[src/mips_pkg.sv]
`default_nettype none

package mips_pkg;

    ////////////////////////////////////////////////////////////////////
    // Register index and instruction formats
    ////////////////////////////////////////////////////////////////////

    // Index into the 32-entry register bank
    typedef logic [4:0] reg_idx_t;

    // R-format view of an instruction word
    typedef struct packed {
        logic [5:0] opcode;
        reg_idx_t   rs;
        reg_idx_t   rt;
        reg_idx_t   rd;
        logic [4:0] shamt;
        logic [5:0] funct;
    } r_fmt_t;

    // I-format view, immediate in the low half
    typedef struct packed {
        logic [5:0]  opcode;
        reg_idx_t    rs;
        reg_idx_t    rt;
        logic [15:0] imm;
    } i_fmt_t;

    // Same 32 bits, two decodings
    typedef union packed {
        r_fmt_t r;
        i_fmt_t i;
    } mips_instr_t;

    ////////////////////////////////////////////////////////////////////
    // Opcodes and functs
    ////////////////////////////////////////////////////////////////////

    localparam logic [5:0] OP_RTYPE = 6'h00;
    localparam logic [5:0] OP_ADDIU = 6'h09;
    localparam logic [5:0] OP_SLTI  = 6'h0A;
    localparam logic [5:0] OP_ANDI  = 6'h0C;
    localparam logic [5:0] OP_ORI   = 6'h0D;
    localparam logic [5:0] OP_XORI  = 6'h0E;
    localparam logic [5:0] OP_LUI   = 6'h0F;

    // R-type funct field
    localparam logic [5:0] FN_SLL  = 6'h00;
    localparam logic [5:0] FN_SRL  = 6'h02;
    localparam logic [5:0] FN_ADDU = 6'h21;
    localparam logic [5:0] FN_SUBU = 6'h23;
    localparam logic [5:0] FN_AND  = 6'h24;
    localparam logic [5:0] FN_OR   = 6'h25;
    localparam logic [5:0] FN_XOR  = 6'h26;
    localparam logic [5:0] FN_NOR  = 6'h27;
    localparam logic [5:0] FN_SLT  = 6'h2A;

    // ALU operation select
    typedef enum logic [3:0] {
        ALU_ADD,
        ALU_SUB,
        ALU_AND,
        ALU_OR,
        ALU_XOR,
        ALU_NOR,
        ALU_SLT,
        ALU_SLL,
        ALU_SRL,
        ALU_LUI
    } alu_op_e;

endpackage

`default_nettype wire

[src/reg_port_if.sv]
`default_nettype none

interface reg_port_if #(
    parameter int DATA_WIDTH = 32
);
    import mips_pkg::*;

    // Read addresses, from the decoder
    reg_idx_t                rs;
    reg_idx_t                rt;
    // Write port, from the bus slave
    reg_idx_t                rd;
    logic                    we;
    logic [DATA_WIDTH - 1:0] wdata;
    // Read data back from the bank
    logic [DATA_WIDTH - 1:0] rdata_a;
    logic [DATA_WIDTH - 1:0] rdata_b;

    modport bank (input rs, rt, rd, we, wdata, output rdata_a, rdata_b);

    modport core (output rs, rt, rd, we, wdata, input rdata_a, rdata_b);

endinterface

`default_nettype wire

[src/mips_reg_bank.sv]
`default_nettype none

module mips_reg_bank #(
    parameter int DATA_WIDTH = 32
) (
    input  wire logic                    i_clock,
    input  wire logic                    i_reset,
    reg_port_if.bank                     port_rf,
    // Debug read, driven from the bus address
    input  wire mips_pkg::reg_idx_t      i_dbg_idx,
    output logic [DATA_WIDTH - 1:0]      o_dbg_data
);
    import mips_pkg::*;

    localparam int NUM_REGS = 32;

    ////////////////////////////////////////////////////////////////////
    // Storage
    ////////////////////////////////////////////////////////////////////

    logic [DATA_WIDTH - 1:0] regs [NUM_REGS];
    logic                    wr_en;

    // Register 0 is never a write target
    assign wr_en = port_rf.we && (port_rf.rd != reg_idx_t'(0));

    always_ff @(posedge i_clock) begin
        if (i_reset) begin
            // Whole bank back to zero
            for (int idx = 0; idx < NUM_REGS; idx++) begin
                regs[idx] <= '0;
            end
        end else if (wr_en) begin
            regs[port_rf.rd] <= port_rf.wdata;
        end
    end

    ////////////////////////////////////////////////////////////////////
    // Read ports
    ////////////////////////////////////////////////////////////////////

    // Operand A, from rs
    assign port_rf.rdata_a = regs[port_rf.rs];

    // Operand B, from rt
    assign port_rf.rdata_b = regs[port_rf.rt];

    // Host side register peek
    assign o_dbg_data = regs[i_dbg_idx];

endmodule

`default_nettype wire

[src/mips_decoder.sv]
`default_nettype none

module mips_decoder (
    input  wire mips_pkg::mips_instr_t i_instr,
    reg_port_if.core                   port_rf,
    output mips_pkg::alu_op_e          o_alu_op,
    output logic                       o_use_imm,
    output logic                       o_imm_signed,
    output logic                       o_use_shamt,
    output mips_pkg::reg_idx_t         o_dest,
    output logic                       o_illegal
);
    import mips_pkg::*;

    logic is_rtype;

    // Opcode sits at the same bits in both views
    assign is_rtype = (i_instr.r.opcode == OP_RTYPE);

    // Source registers, rs and rt share their bits in both views
    assign port_rf.rs = i_instr.r.rs;
    assign port_rf.rt = i_instr.r.rt;

    always_comb begin
        // Defaults, I-type add with zero extension
        o_alu_op     = ALU_ADD;
        o_use_imm    = 1'b1;
        o_imm_signed = 1'b0;
        o_use_shamt  = 1'b0;
        o_illegal    = 1'b0;
        o_dest       = i_instr.i.rt;

        if (is_rtype) begin
            // R-type writes rd, B from rt
            o_use_imm = 1'b0;
            o_dest    = i_instr.r.rd;
            case (i_instr.r.funct)
                FN_ADDU: o_alu_op = ALU_ADD;
                FN_SUBU: o_alu_op = ALU_SUB;
                FN_AND:  o_alu_op = ALU_AND;
                FN_OR:   o_alu_op = ALU_OR;
                FN_XOR:  o_alu_op = ALU_XOR;
                FN_NOR:  o_alu_op = ALU_NOR;
                FN_SLT:  o_alu_op = ALU_SLT;
                FN_SLL: begin
                    o_alu_op    = ALU_SLL;
                    o_use_shamt = 1'b1;
                end
                FN_SRL: begin
                    o_alu_op    = ALU_SRL;
                    o_use_shamt = 1'b1;
                end
                default: o_illegal = 1'b1;
            endcase
        end else begin
            case (i_instr.i.opcode)
                // Arithmetic and compare sign-extend
                OP_ADDIU: begin
                    o_alu_op     = ALU_ADD;
                    o_imm_signed = 1'b1;
                end
                OP_SLTI: begin
                    o_alu_op     = ALU_SLT;
                    o_imm_signed = 1'b1;
                end
                // Logic immediates zero-extend
                OP_ANDI: o_alu_op = ALU_AND;
                OP_ORI:  o_alu_op = ALU_OR;
                OP_XORI: o_alu_op = ALU_XOR;
                OP_LUI:  o_alu_op = ALU_LUI;
                default: o_illegal = 1'b1;
            endcase
        end
    end

endmodule

`default_nettype wire

[src/mips_alu.sv]
`default_nettype none

module mips_alu #(
    parameter int DATA_WIDTH = 32
) (
    input  wire logic [DATA_WIDTH - 1:0] i_a,
    input  wire logic [DATA_WIDTH - 1:0] i_b,
    input  wire logic [4:0]              i_shamt,
    input  wire mips_pkg::alu_op_e       i_op,
    output logic [DATA_WIDTH - 1:0]      o_result
);
    import mips_pkg::*;

    logic                    a_lt_b;
    logic [DATA_WIDTH - 1:0] lui_val;

    // Signed compare for SLT and SLTI
    assign a_lt_b = ($signed(i_a) < $signed(i_b));

    // Low immediate half moved to the top
    assign lui_val = DATA_WIDTH'(i_b[15:0]) << 16;

    always_comb begin
        case (i_op)
            ALU_ADD: o_result = i_a + i_b;
            ALU_SUB: o_result = i_a - i_b;
            ALU_AND: o_result = i_a & i_b;
            ALU_OR:  o_result = i_a | i_b;
            ALU_XOR: o_result = i_a ^ i_b;
            ALU_NOR: o_result = ~(i_a | i_b);
            // 1 or 0, nothing else
            ALU_SLT: o_result = DATA_WIDTH'(a_lt_b);
            // Shifts act on rt
            ALU_SLL: o_result = i_b << i_shamt;
            ALU_SRL: o_result = i_b >> i_shamt;
            ALU_LUI: o_result = lui_val;
            default: o_result = '0;
        endcase
    end

endmodule

`default_nettype wire

[src/mips_wb_slave.sv]
`default_nettype none

module mips_wb_slave #(
    parameter int DATA_WIDTH = 32
) (
    input  wire logic                    i_clock,
    input  wire logic                    i_reset,
    // Wishbone classic slave
    input  wire logic                    i_wb_cyc,
    input  wire logic                    i_wb_stb,
    input  wire logic                    i_wb_we,
    input  wire logic [5:0]              i_wb_adr,
    input  wire logic [DATA_WIDTH - 1:0] i_wb_dat,
    output logic [DATA_WIDTH - 1:0]      o_wb_dat,
    output logic                         o_wb_ack,
    output logic                         o_wb_err,
    // Execute path
    output mips_pkg::mips_instr_t        o_instr,
    input  wire logic [DATA_WIDTH - 1:0] i_result,
    input  wire mips_pkg::reg_idx_t      i_dest,
    input  wire logic                    i_illegal,
    reg_port_if.core                     port_rf,
    // Register peek
    output mips_pkg::reg_idx_t           o_dbg_idx,
    input  wire logic [DATA_WIDTH - 1:0] i_dbg_data
);
    import mips_pkg::*;

    typedef enum logic [1:0] {
        ST_IDLE,
        ST_EXEC,
        ST_RESP
    } state_e;

    state_e      state;
    mips_instr_t instr_q;
    logic        req;
    logic        wr_instr;
    logic        rd_reg;

    // Only sampled in idle, so one transfer at a time
    assign req      = i_wb_cyc && i_wb_stb && (state == ST_IDLE);
    assign wr_instr = i_wb_we && (i_wb_adr == 6'd0);
    // Upper half of the map is the register window
    assign rd_reg   = !i_wb_we && i_wb_adr[5];

    assign o_dbg_idx = i_wb_adr[4:0];
    assign o_instr   = instr_q;

    ////////////////////////////////////////////////////////////////////
    // Writeback to the bank
    ////////////////////////////////////////////////////////////////////

    // Write lands on the same edge that raises ack
    assign port_rf.rd    = i_dest;
    assign port_rf.wdata = i_result;
    assign port_rf.we    = (state == ST_EXEC) && !i_illegal;

    ////////////////////////////////////////////////////////////////////
    // Control FSM
    ////////////////////////////////////////////////////////////////////

    always_ff @(posedge i_clock) begin
        if (i_reset) begin
            state    <= ST_IDLE;
            o_wb_ack <= 1'b0;
            o_wb_err <= 1'b0;
        end else begin
            case (state)
                ST_IDLE: begin
                    if (req) begin
                        if (wr_instr) begin
                            state <= ST_EXEC;
                        end else if (rd_reg) begin
                            o_wb_ack <= 1'b1;
                            state    <= ST_RESP;
                        end else begin
                            // Bad address or direction
                            o_wb_err <= 1'b1;
                            state    <= ST_RESP;
                        end
                    end
                end
                ST_EXEC: begin
                    o_wb_ack <= !i_illegal;
                    o_wb_err <= i_illegal;
                    state    <= ST_RESP;
                end
                ST_RESP: begin
                    // Single-cycle response, stb ignored here
                    o_wb_ack <= 1'b0;
                    o_wb_err <= 1'b0;
                    state    <= ST_IDLE;
                end
                default: state <= ST_IDLE;
            endcase
        end
    end

    // Instruction word and read data
    always_ff @(posedge i_clock) begin
        if (req && wr_instr) begin
            instr_q <= mips_instr_t'(i_wb_dat[31:0]);
        end
        if (req && rd_reg) begin
            o_wb_dat <= i_dbg_data;
        end
    end

endmodule

`default_nettype wire

[src/mips_exec_top.sv]
`default_nettype none

module mips_exec_top #(
    parameter int DATA_WIDTH = 32
) (
    input  wire logic                    i_clock,
    input  wire logic                    i_reset,
    input  wire logic                    i_wb_cyc,
    input  wire logic                    i_wb_stb,
    input  wire logic                    i_wb_we,
    input  wire logic [5:0]              i_wb_adr,
    input  wire logic [DATA_WIDTH - 1:0] i_wb_dat,
    output logic [DATA_WIDTH - 1:0]      o_wb_dat,
    output logic                         o_wb_ack,
    output logic                         o_wb_err
);
    import mips_pkg::*;

    mips_instr_t             instr;
    alu_op_e                 alu_op;
    logic                    use_imm;
    logic                    imm_signed;
    logic                    use_shamt;
    reg_idx_t                dest;
    logic                    illegal;
    logic [DATA_WIDTH - 1:0] result;
    reg_idx_t                dbg_idx;
    logic [DATA_WIDTH - 1:0] dbg_data;
    logic [DATA_WIDTH - 1:0] imm_ext;
    logic [DATA_WIDTH - 1:0] alu_b;
    logic [4:0]              alu_shamt;

    reg_port_if #(.DATA_WIDTH(DATA_WIDTH)) rf_if ();

    ////////////////////////////////////////////////////////////////////
    // Operand selection
    ////////////////////////////////////////////////////////////////////

    // Sign or zero extension of the immediate
    assign imm_ext = imm_signed ? {{(DATA_WIDTH - 16){instr.i.imm[15]}}, instr.i.imm}
                                : {{(DATA_WIDTH - 16){1'b0}}, instr.i.imm};
    assign alu_b     = use_imm ? imm_ext : rf_if.rdata_b;
    // Shift amount only on shift ops
    assign alu_shamt = use_shamt ? instr.r.shamt : 5'd0;

    mips_wb_slave #(.DATA_WIDTH(DATA_WIDTH)) u_wb_slave (
        .i_clock    (i_clock),
        .i_reset    (i_reset),
        .i_wb_cyc   (i_wb_cyc),
        .i_wb_stb   (i_wb_stb),
        .i_wb_we    (i_wb_we),
        .i_wb_adr   (i_wb_adr),
        .i_wb_dat   (i_wb_dat),
        .o_wb_dat   (o_wb_dat),
        .o_wb_ack   (o_wb_ack),
        .o_wb_err   (o_wb_err),
        .o_instr    (instr),
        .i_result   (result),
        .i_dest     (dest),
        .i_illegal  (illegal),
        .port_rf    (rf_if.core),
        .o_dbg_idx  (dbg_idx),
        .i_dbg_data (dbg_data)
    );

    mips_decoder u_decoder (
        .i_instr      (instr),
        .port_rf      (rf_if.core),
        .o_alu_op     (alu_op),
        .o_use_imm    (use_imm),
        .o_imm_signed (imm_signed),
        .o_use_shamt  (use_shamt),
        .o_dest       (dest),
        .o_illegal    (illegal)
    );

    mips_alu #(.DATA_WIDTH(DATA_WIDTH)) u_alu (
        .i_a      (rf_if.rdata_a),
        .i_b      (alu_b),
        .i_shamt  (alu_shamt),
        .i_op     (alu_op),
        .o_result (result)
    );

    mips_reg_bank #(.DATA_WIDTH(DATA_WIDTH)) u_reg_bank (
        .i_clock    (i_clock),
        .i_reset    (i_reset),
        .port_rf    (rf_if.bank),
        .i_dbg_idx  (dbg_idx),
        .o_dbg_data (dbg_data)
    );

endmodule

`default_nettype wire

[config.mk]
export PLATFORM = sky130hd
export DESIGN_NAME = mips_exec_top
export DESIGN_NICKNAME = d
export VERILOG_FILES = /design/src/mips_pkg.sv /design/src/reg_port_if.sv /design/src/mips_reg_bank.sv /design/src/mips_decoder.sv /design/src/mips_alu.sv /design/src/mips_wb_slave.sv /design/src/mips_exec_top.sv
export SDC_FILE = /design/constraint.sdc
export NUM_CORES = 2
export LEC_CHECK = 0
export BUFFER_PORTS_ARGS = -buffer_cell sky130_fd_sc_hd__buf_4
export CAP_MARGIN = 20
export CORE_UTILIZATION = 30
export CTS_CLUSTER_DIAMETER = 120
export CTS_CLUSTER_SIZE = 40
export DETAILED_ROUTE_END_ITERATION = 7
export MAX_ROUTING_LAYER = met4
export PLACE_DENSITY = 0.53
export SYNTH_ARGS = -nofsm -noshare
export SYNTH_HDL_FRONTEND = slang
export SYNTH_SLANG_ARGS = --single-unit
[constraint.sdc]
create_clock -name i_clock -period 16.36 [get_ports i_clock]
set_input_delay 2.454 -clock i_clock [delete_from_list [all_inputs] [get_ports i_clock]]
set_output_delay 2.454 -clock i_clock [all_outputs]
set_load 0.01 [all_outputs]
Word-level counts from Yosys, hierarchy flattened
Memories as Yosys holds them, arrays and structs flattened. A register that Yosys moved wholly into a read port is not among the register bits.
Cells that the tools add are included.
W data, S select, Z words.
{"block": "totals", "register_bits": 36, "n_memories": 1, "ramBits": 1024}
{"memory": "u_reg_bank.regs", "depth": 32, "width": 32, "read_ports": 3, "rd_clocked_by_memory_dff": 3, "write_ports": 32, "line_no": "mips_reg_bank.sv:21", "text": "logic [DATA_WIDTH - 1:0] regs [NUM_REGS];"}
{"block": "op_classes", "n_eq_ne": 29, "bitwise_logic": 4, "shift": 2, "n_reduce_logical": 24, "mux": 36, "order_cmp": 1, "n_addsub": 2}
{"op": "$pmux W32 S10", "count": 1}
{"op": "$mux W32", "count": 3}
{"op": "$eq A6 B6 Y1 const B", "count": 7}
{"op": "$eq A6 B4 Y1 const B", "count": 6}
{"op": "$add A32 B32 Y32", "count": 1}
{"op": "$and A32 B32 Y32", "count": 1}
{"op": "$lt A32 B32 Y1", "count": 1}
{"op": "$not A32 Y32", "count": 1}
{"op": "$or A32 B32 Y32", "count": 1}
{"op": "$pmux W4 S8", "count": 1}
{"op": "$reduce_or A32 Y1", "count": 1}
{"op": "$shl A32 B5 Y32", "count": 1}
{"op": "$shr A32 B5 Y32", "count": 1}
{"op": "$sub A32 B32 Y32", "count": 1}
{"op": "$xor A32 B32 Y32", "count": 1}
{"op": "$mux W5", "count": 5}
{"op": "$pmux W4 S5", "count": 1}
{"op": "$mux W1", "count": 19}
{"op": "$logic_not A6 Y1", "count": 3}
{"op": "$eq A4 B3 Y1 const B", "count": 4}
{"op": "$reduce_or A9 Y1", "count": 1}
{"op": "$eq A4 B2 Y1 const B", "count": 2}
{"op": "$eq A4 B4 Y1 const B", "count": 2}
{"op": "$logic_and A1 B1 Y1", "count": 8}
{"op": "other kinds (18)", "count": 25}

Depth between registers and ports, before layout
{"block": "logic_depth", "depth_word": 12, "depth_mapped": 29, "mapped_depth_nobuf": 20}

Worst setup path after synthesis
OpenSTA, ideal clock, no wires.
{"block": "synth_timing", "path_type": "register to register", "start": "reg with a tool-made name", "end": "mem u_reg_bank.regs[10][24] (data pin)", "stages_incl_launch_ff": 25, "required_time_ns": 16.094, "arrival_ns": 6.034, "path_buffers": 6, "period_less_slack_ns": 6.300, "slack_ns": 10.060, "setup_time_ns": 0.266, "path_cell_list": "dfxtp_1 -> clkbuf_1 -> clkbuf_1 -> buf_1 -> buf_1 -> mux4_2 -> mux4_2 -> mux2i_1 -> inv_1 -> ha_1 -> fa_1 -> nand2b_1 -> a21oi_1 -> o2111ai_1 -> a211o_1 -> o21ai_0 -> a41o_1 -> a311oi_1 -> o21ai_0 -> a31oi_1 -> o21ai_0 -> and4b_1 -> clkbuf_1 -> buf_2 -> nor2_1"}
{"item": "end, declared", "line_no": "mips_reg_bank.sv:21"}

==> metrics.cfg <==
[clock_tree]
clk_transition_reported_paths_ns=0.16
cts_max_level=2
cts_sinks=1102
clockBufferDepth=3
cts_root_buffer=clkbuf_16
postCtsHoldBufs=0
ctsResizeCount=0
cts_setup_buffers=0
cts_tree=done
cts_made_buffers=39
clk_latency_ns=0.74

[yosys]
seq_area_frac_synth=0.453
synth_cell_type_count=102
synth_edf_count=1088
synthesis.area_um2=72800
ys.flop_type=edfxtp_1
synth_warnings=0
syn_avg_cell_area_um2=12.4
syn_inst=5849
ys_async_sr_fraction=0
ys_ff_latch=1102

[sta]
timing.final.max_slew_violations=0
finalCritPeriodShare=0.563
tightest_slew_ns=1.25
fin_skew_ns=0.0869
rsz0062_at_grt=false
max_slew_margin=0.166
setup_viol=0
fmax_ghz=0.109
hold_viol=0
period_minus_slack_ns=9.21
timing.hold.ws_ns=0.456
fin_tns_setup_ns=0

[routing]
vias_per_cell=6.49
postRouteAntennaNets=0
drtIter0Drc=8896
drt_wl_total_um=335000
via_count=57100
drc=0
drt-wirelength-per-cell_um=38.0
dr.pass1.iters=6

[setup_path]
cp-start-kind=register
critPathArrivalTime_ns=9.66
critical_path_required_ns=16.81
path_class=register to register
crit_fanout=51
crit_path_end_kind=register

[layout]
layout-drive-gt1-share=0.237
nNetsFinal=5738
syn_to_final_growth_pct=7.75

[die]
row_count=180
die_height_um=495
ioPinCount=77
die_w_um=495
die_area_um2=245000
fp.coreArea_um2=241000
initial_core_util=0.302

[global_routing]
antenna_found_initial=6
grt_max_degree=107
grt_pass1_wl_um=453000
overflow=0
grt_use_total=0.275
first_global_vias=54000

[power_and_ir_drop]
p_per_area_nw_per_um2=69.2
p_leak_uw=0.0268
ir_drop_v=0.0000719
p_total_uw=5430

[outcome]
status=finished clean

[hold_path]
min_path_type=register to register

[placed_design]
gp_congestion=1.01
dp_hpwl_um=204000
io_buffers=76

[job]
maxCapViolations=0

==> routing by layer <==
metal | wire (µm) | part of all wire | global-route usage
met3 | 41400 | 0.12 | 0.0696
met2 | 146000 | 0.44 | 0.402
met1 | 126000 | 0.38 | 0.351
met5 | 0 | 0 | -
met4 | 20300 | 0.061 | 0.139
==> stage by stage <==
| stage | util | std cells | cell area, µm² | worst slack (ns) |
|---|---|---|---|---|
| floorplan | - | 5880 | 72900 | 10.06 |
| global placement | 0.320 | 8733 | 77000 | 7.47 |
| detailed placement | 0.320 | 8736 | 77100 | 7.51 |
| CTS | 0.325 | 8795 | 78400 | 7.47 |
| global route | 0.325 | 8797 | 78400 | 7.05 |
| finish | 0.325 | 8801 | 78400 | 7.15 |
==> worst max-delay path: stages (launching register included) <==
cell and delay (ns):
dfxtp_4 0.69, buf_4 0.60, buf_4 0.85, buf_4 0.79
mux2i_1 0.28, a22oi_1 0.11, nand3_1 0.15, nand4_1 0.72
o21ai_1 0.94, inv_1 0.23, ha_1 0.50, inv_1 0.22
o21ai_0 0.11, a41o_1 0.27, a311oi_1 0.68, o21ai_0 0.28
a31oi_1 0.40, o21ai_0 0.14, and4b_1 0.36, buf_4 0.36
nor2_1 0.07
==> synth_stat cells (39+ instances only) <==
cell      count  area, µm²
buf_2       153        766
inv_1       107        402
o211ai_1     50        375
edfxtp_1   1088      32700
o21ai_0      98        490
nand3_1      89        445
ha_1        100       1250
clkbuf_1    310       1160
nand2_1     272       1020
a21oi_1     196        981
o21ai_1      41        205
mux4_2      740      16700
a31oi_1      39        244
mux2_2       80        901
buf_1        87        327
nor3_1       51        255
nor2_1     1159       4350
mux2i_1     363       3630
a22oi_1     157       1180
nand2b_1     47        294
a211oi_1     41        308
==> registers in the layout, indices dropped and copies added, names as in the netlist, named ones only <==
register,count
u_reg_bank.regs,1024
u_wb_slave.o_instr,32
u_wb_slave.o_wb_dat,32
u_wb_slave.state,2
u_wb_slave.o_wb_ack,1
u_wb_slave.o_wb_err,1
==> path summary, 6_finish.rpt <==
check / end / from / slack, ns / depth (start not counted)
max: u_reg_bank.regs[23][24] / register / 7.15 / 20
max reg2reg: u_reg_bank.regs[23][24] / register / 7.15 / 20
min reg2reg: register / u_wb_slave.o_instr[24] / 0.46 / 2
min: register / u_wb_slave.o_instr[24] / 0.46 / 2
==> cells by family (layout without fill, tap and decap cells) <==
group / count (synthesis) / in the layout / share of synthesized area
and+or+nand+nor: 1851 / 1851 / 0.110
buffers and inverters: 696 / 427 / 0.0412
other: 1 / 37 / 0.0000515
DFF: 1102 / 1102 / 0.453
adders and majority gates: 102 / 102 / 0.0177
muxes: 1183 / 1183 / 0.291
AOI/OAI and AO/OA: 885 / 885 / 0.0838
xor gates and xnor gates: 29 / 29 / 0.00349
==> layout by cell type (no fill, tap or decap), types with 29 or more instances in the layout <==
cell type and count:
a22o_1 29, a211oi_1 37, ha_1 100, conb_1 32
nor2_2 35, nor2_1 1151, mux4_2 740, a22oi_1 157
nand2_2 34, o21ai_0 98, o21ai_1 41, nand2b_4 31
o211ai_1 50, edfxtp_1 1088, buf_4 246, clkbuf_16 41
nor3_1 50, a31oi_1 39, inv_1 106, mux2i_1 362
a21oi_1 189, nand2_1 239, nand3_1 88, mux2_2 80
==> final cells by class <==
cell class                 count  area, µm²
antenna                        5       12.5
clock buffer                  43       1030
sequential                  1102      33000
clock inverter                16        299
inverter                     111        422
timing repair buffer         257       2070
fill                       23800     163000
tap                         3185       3990
multi-input combinational   4082      37600
==> power by group <==
| group | internal, µW | total, µW | switching, µW |
|---|---|---|---|
| Sequential | 3190 | 3270 | 73.1 |
| Combinational | 259 | 662 | 403 |
| Clock | 519 | 1500 | 983 |
Note: power is estimated with default switching activity, not from simulation.
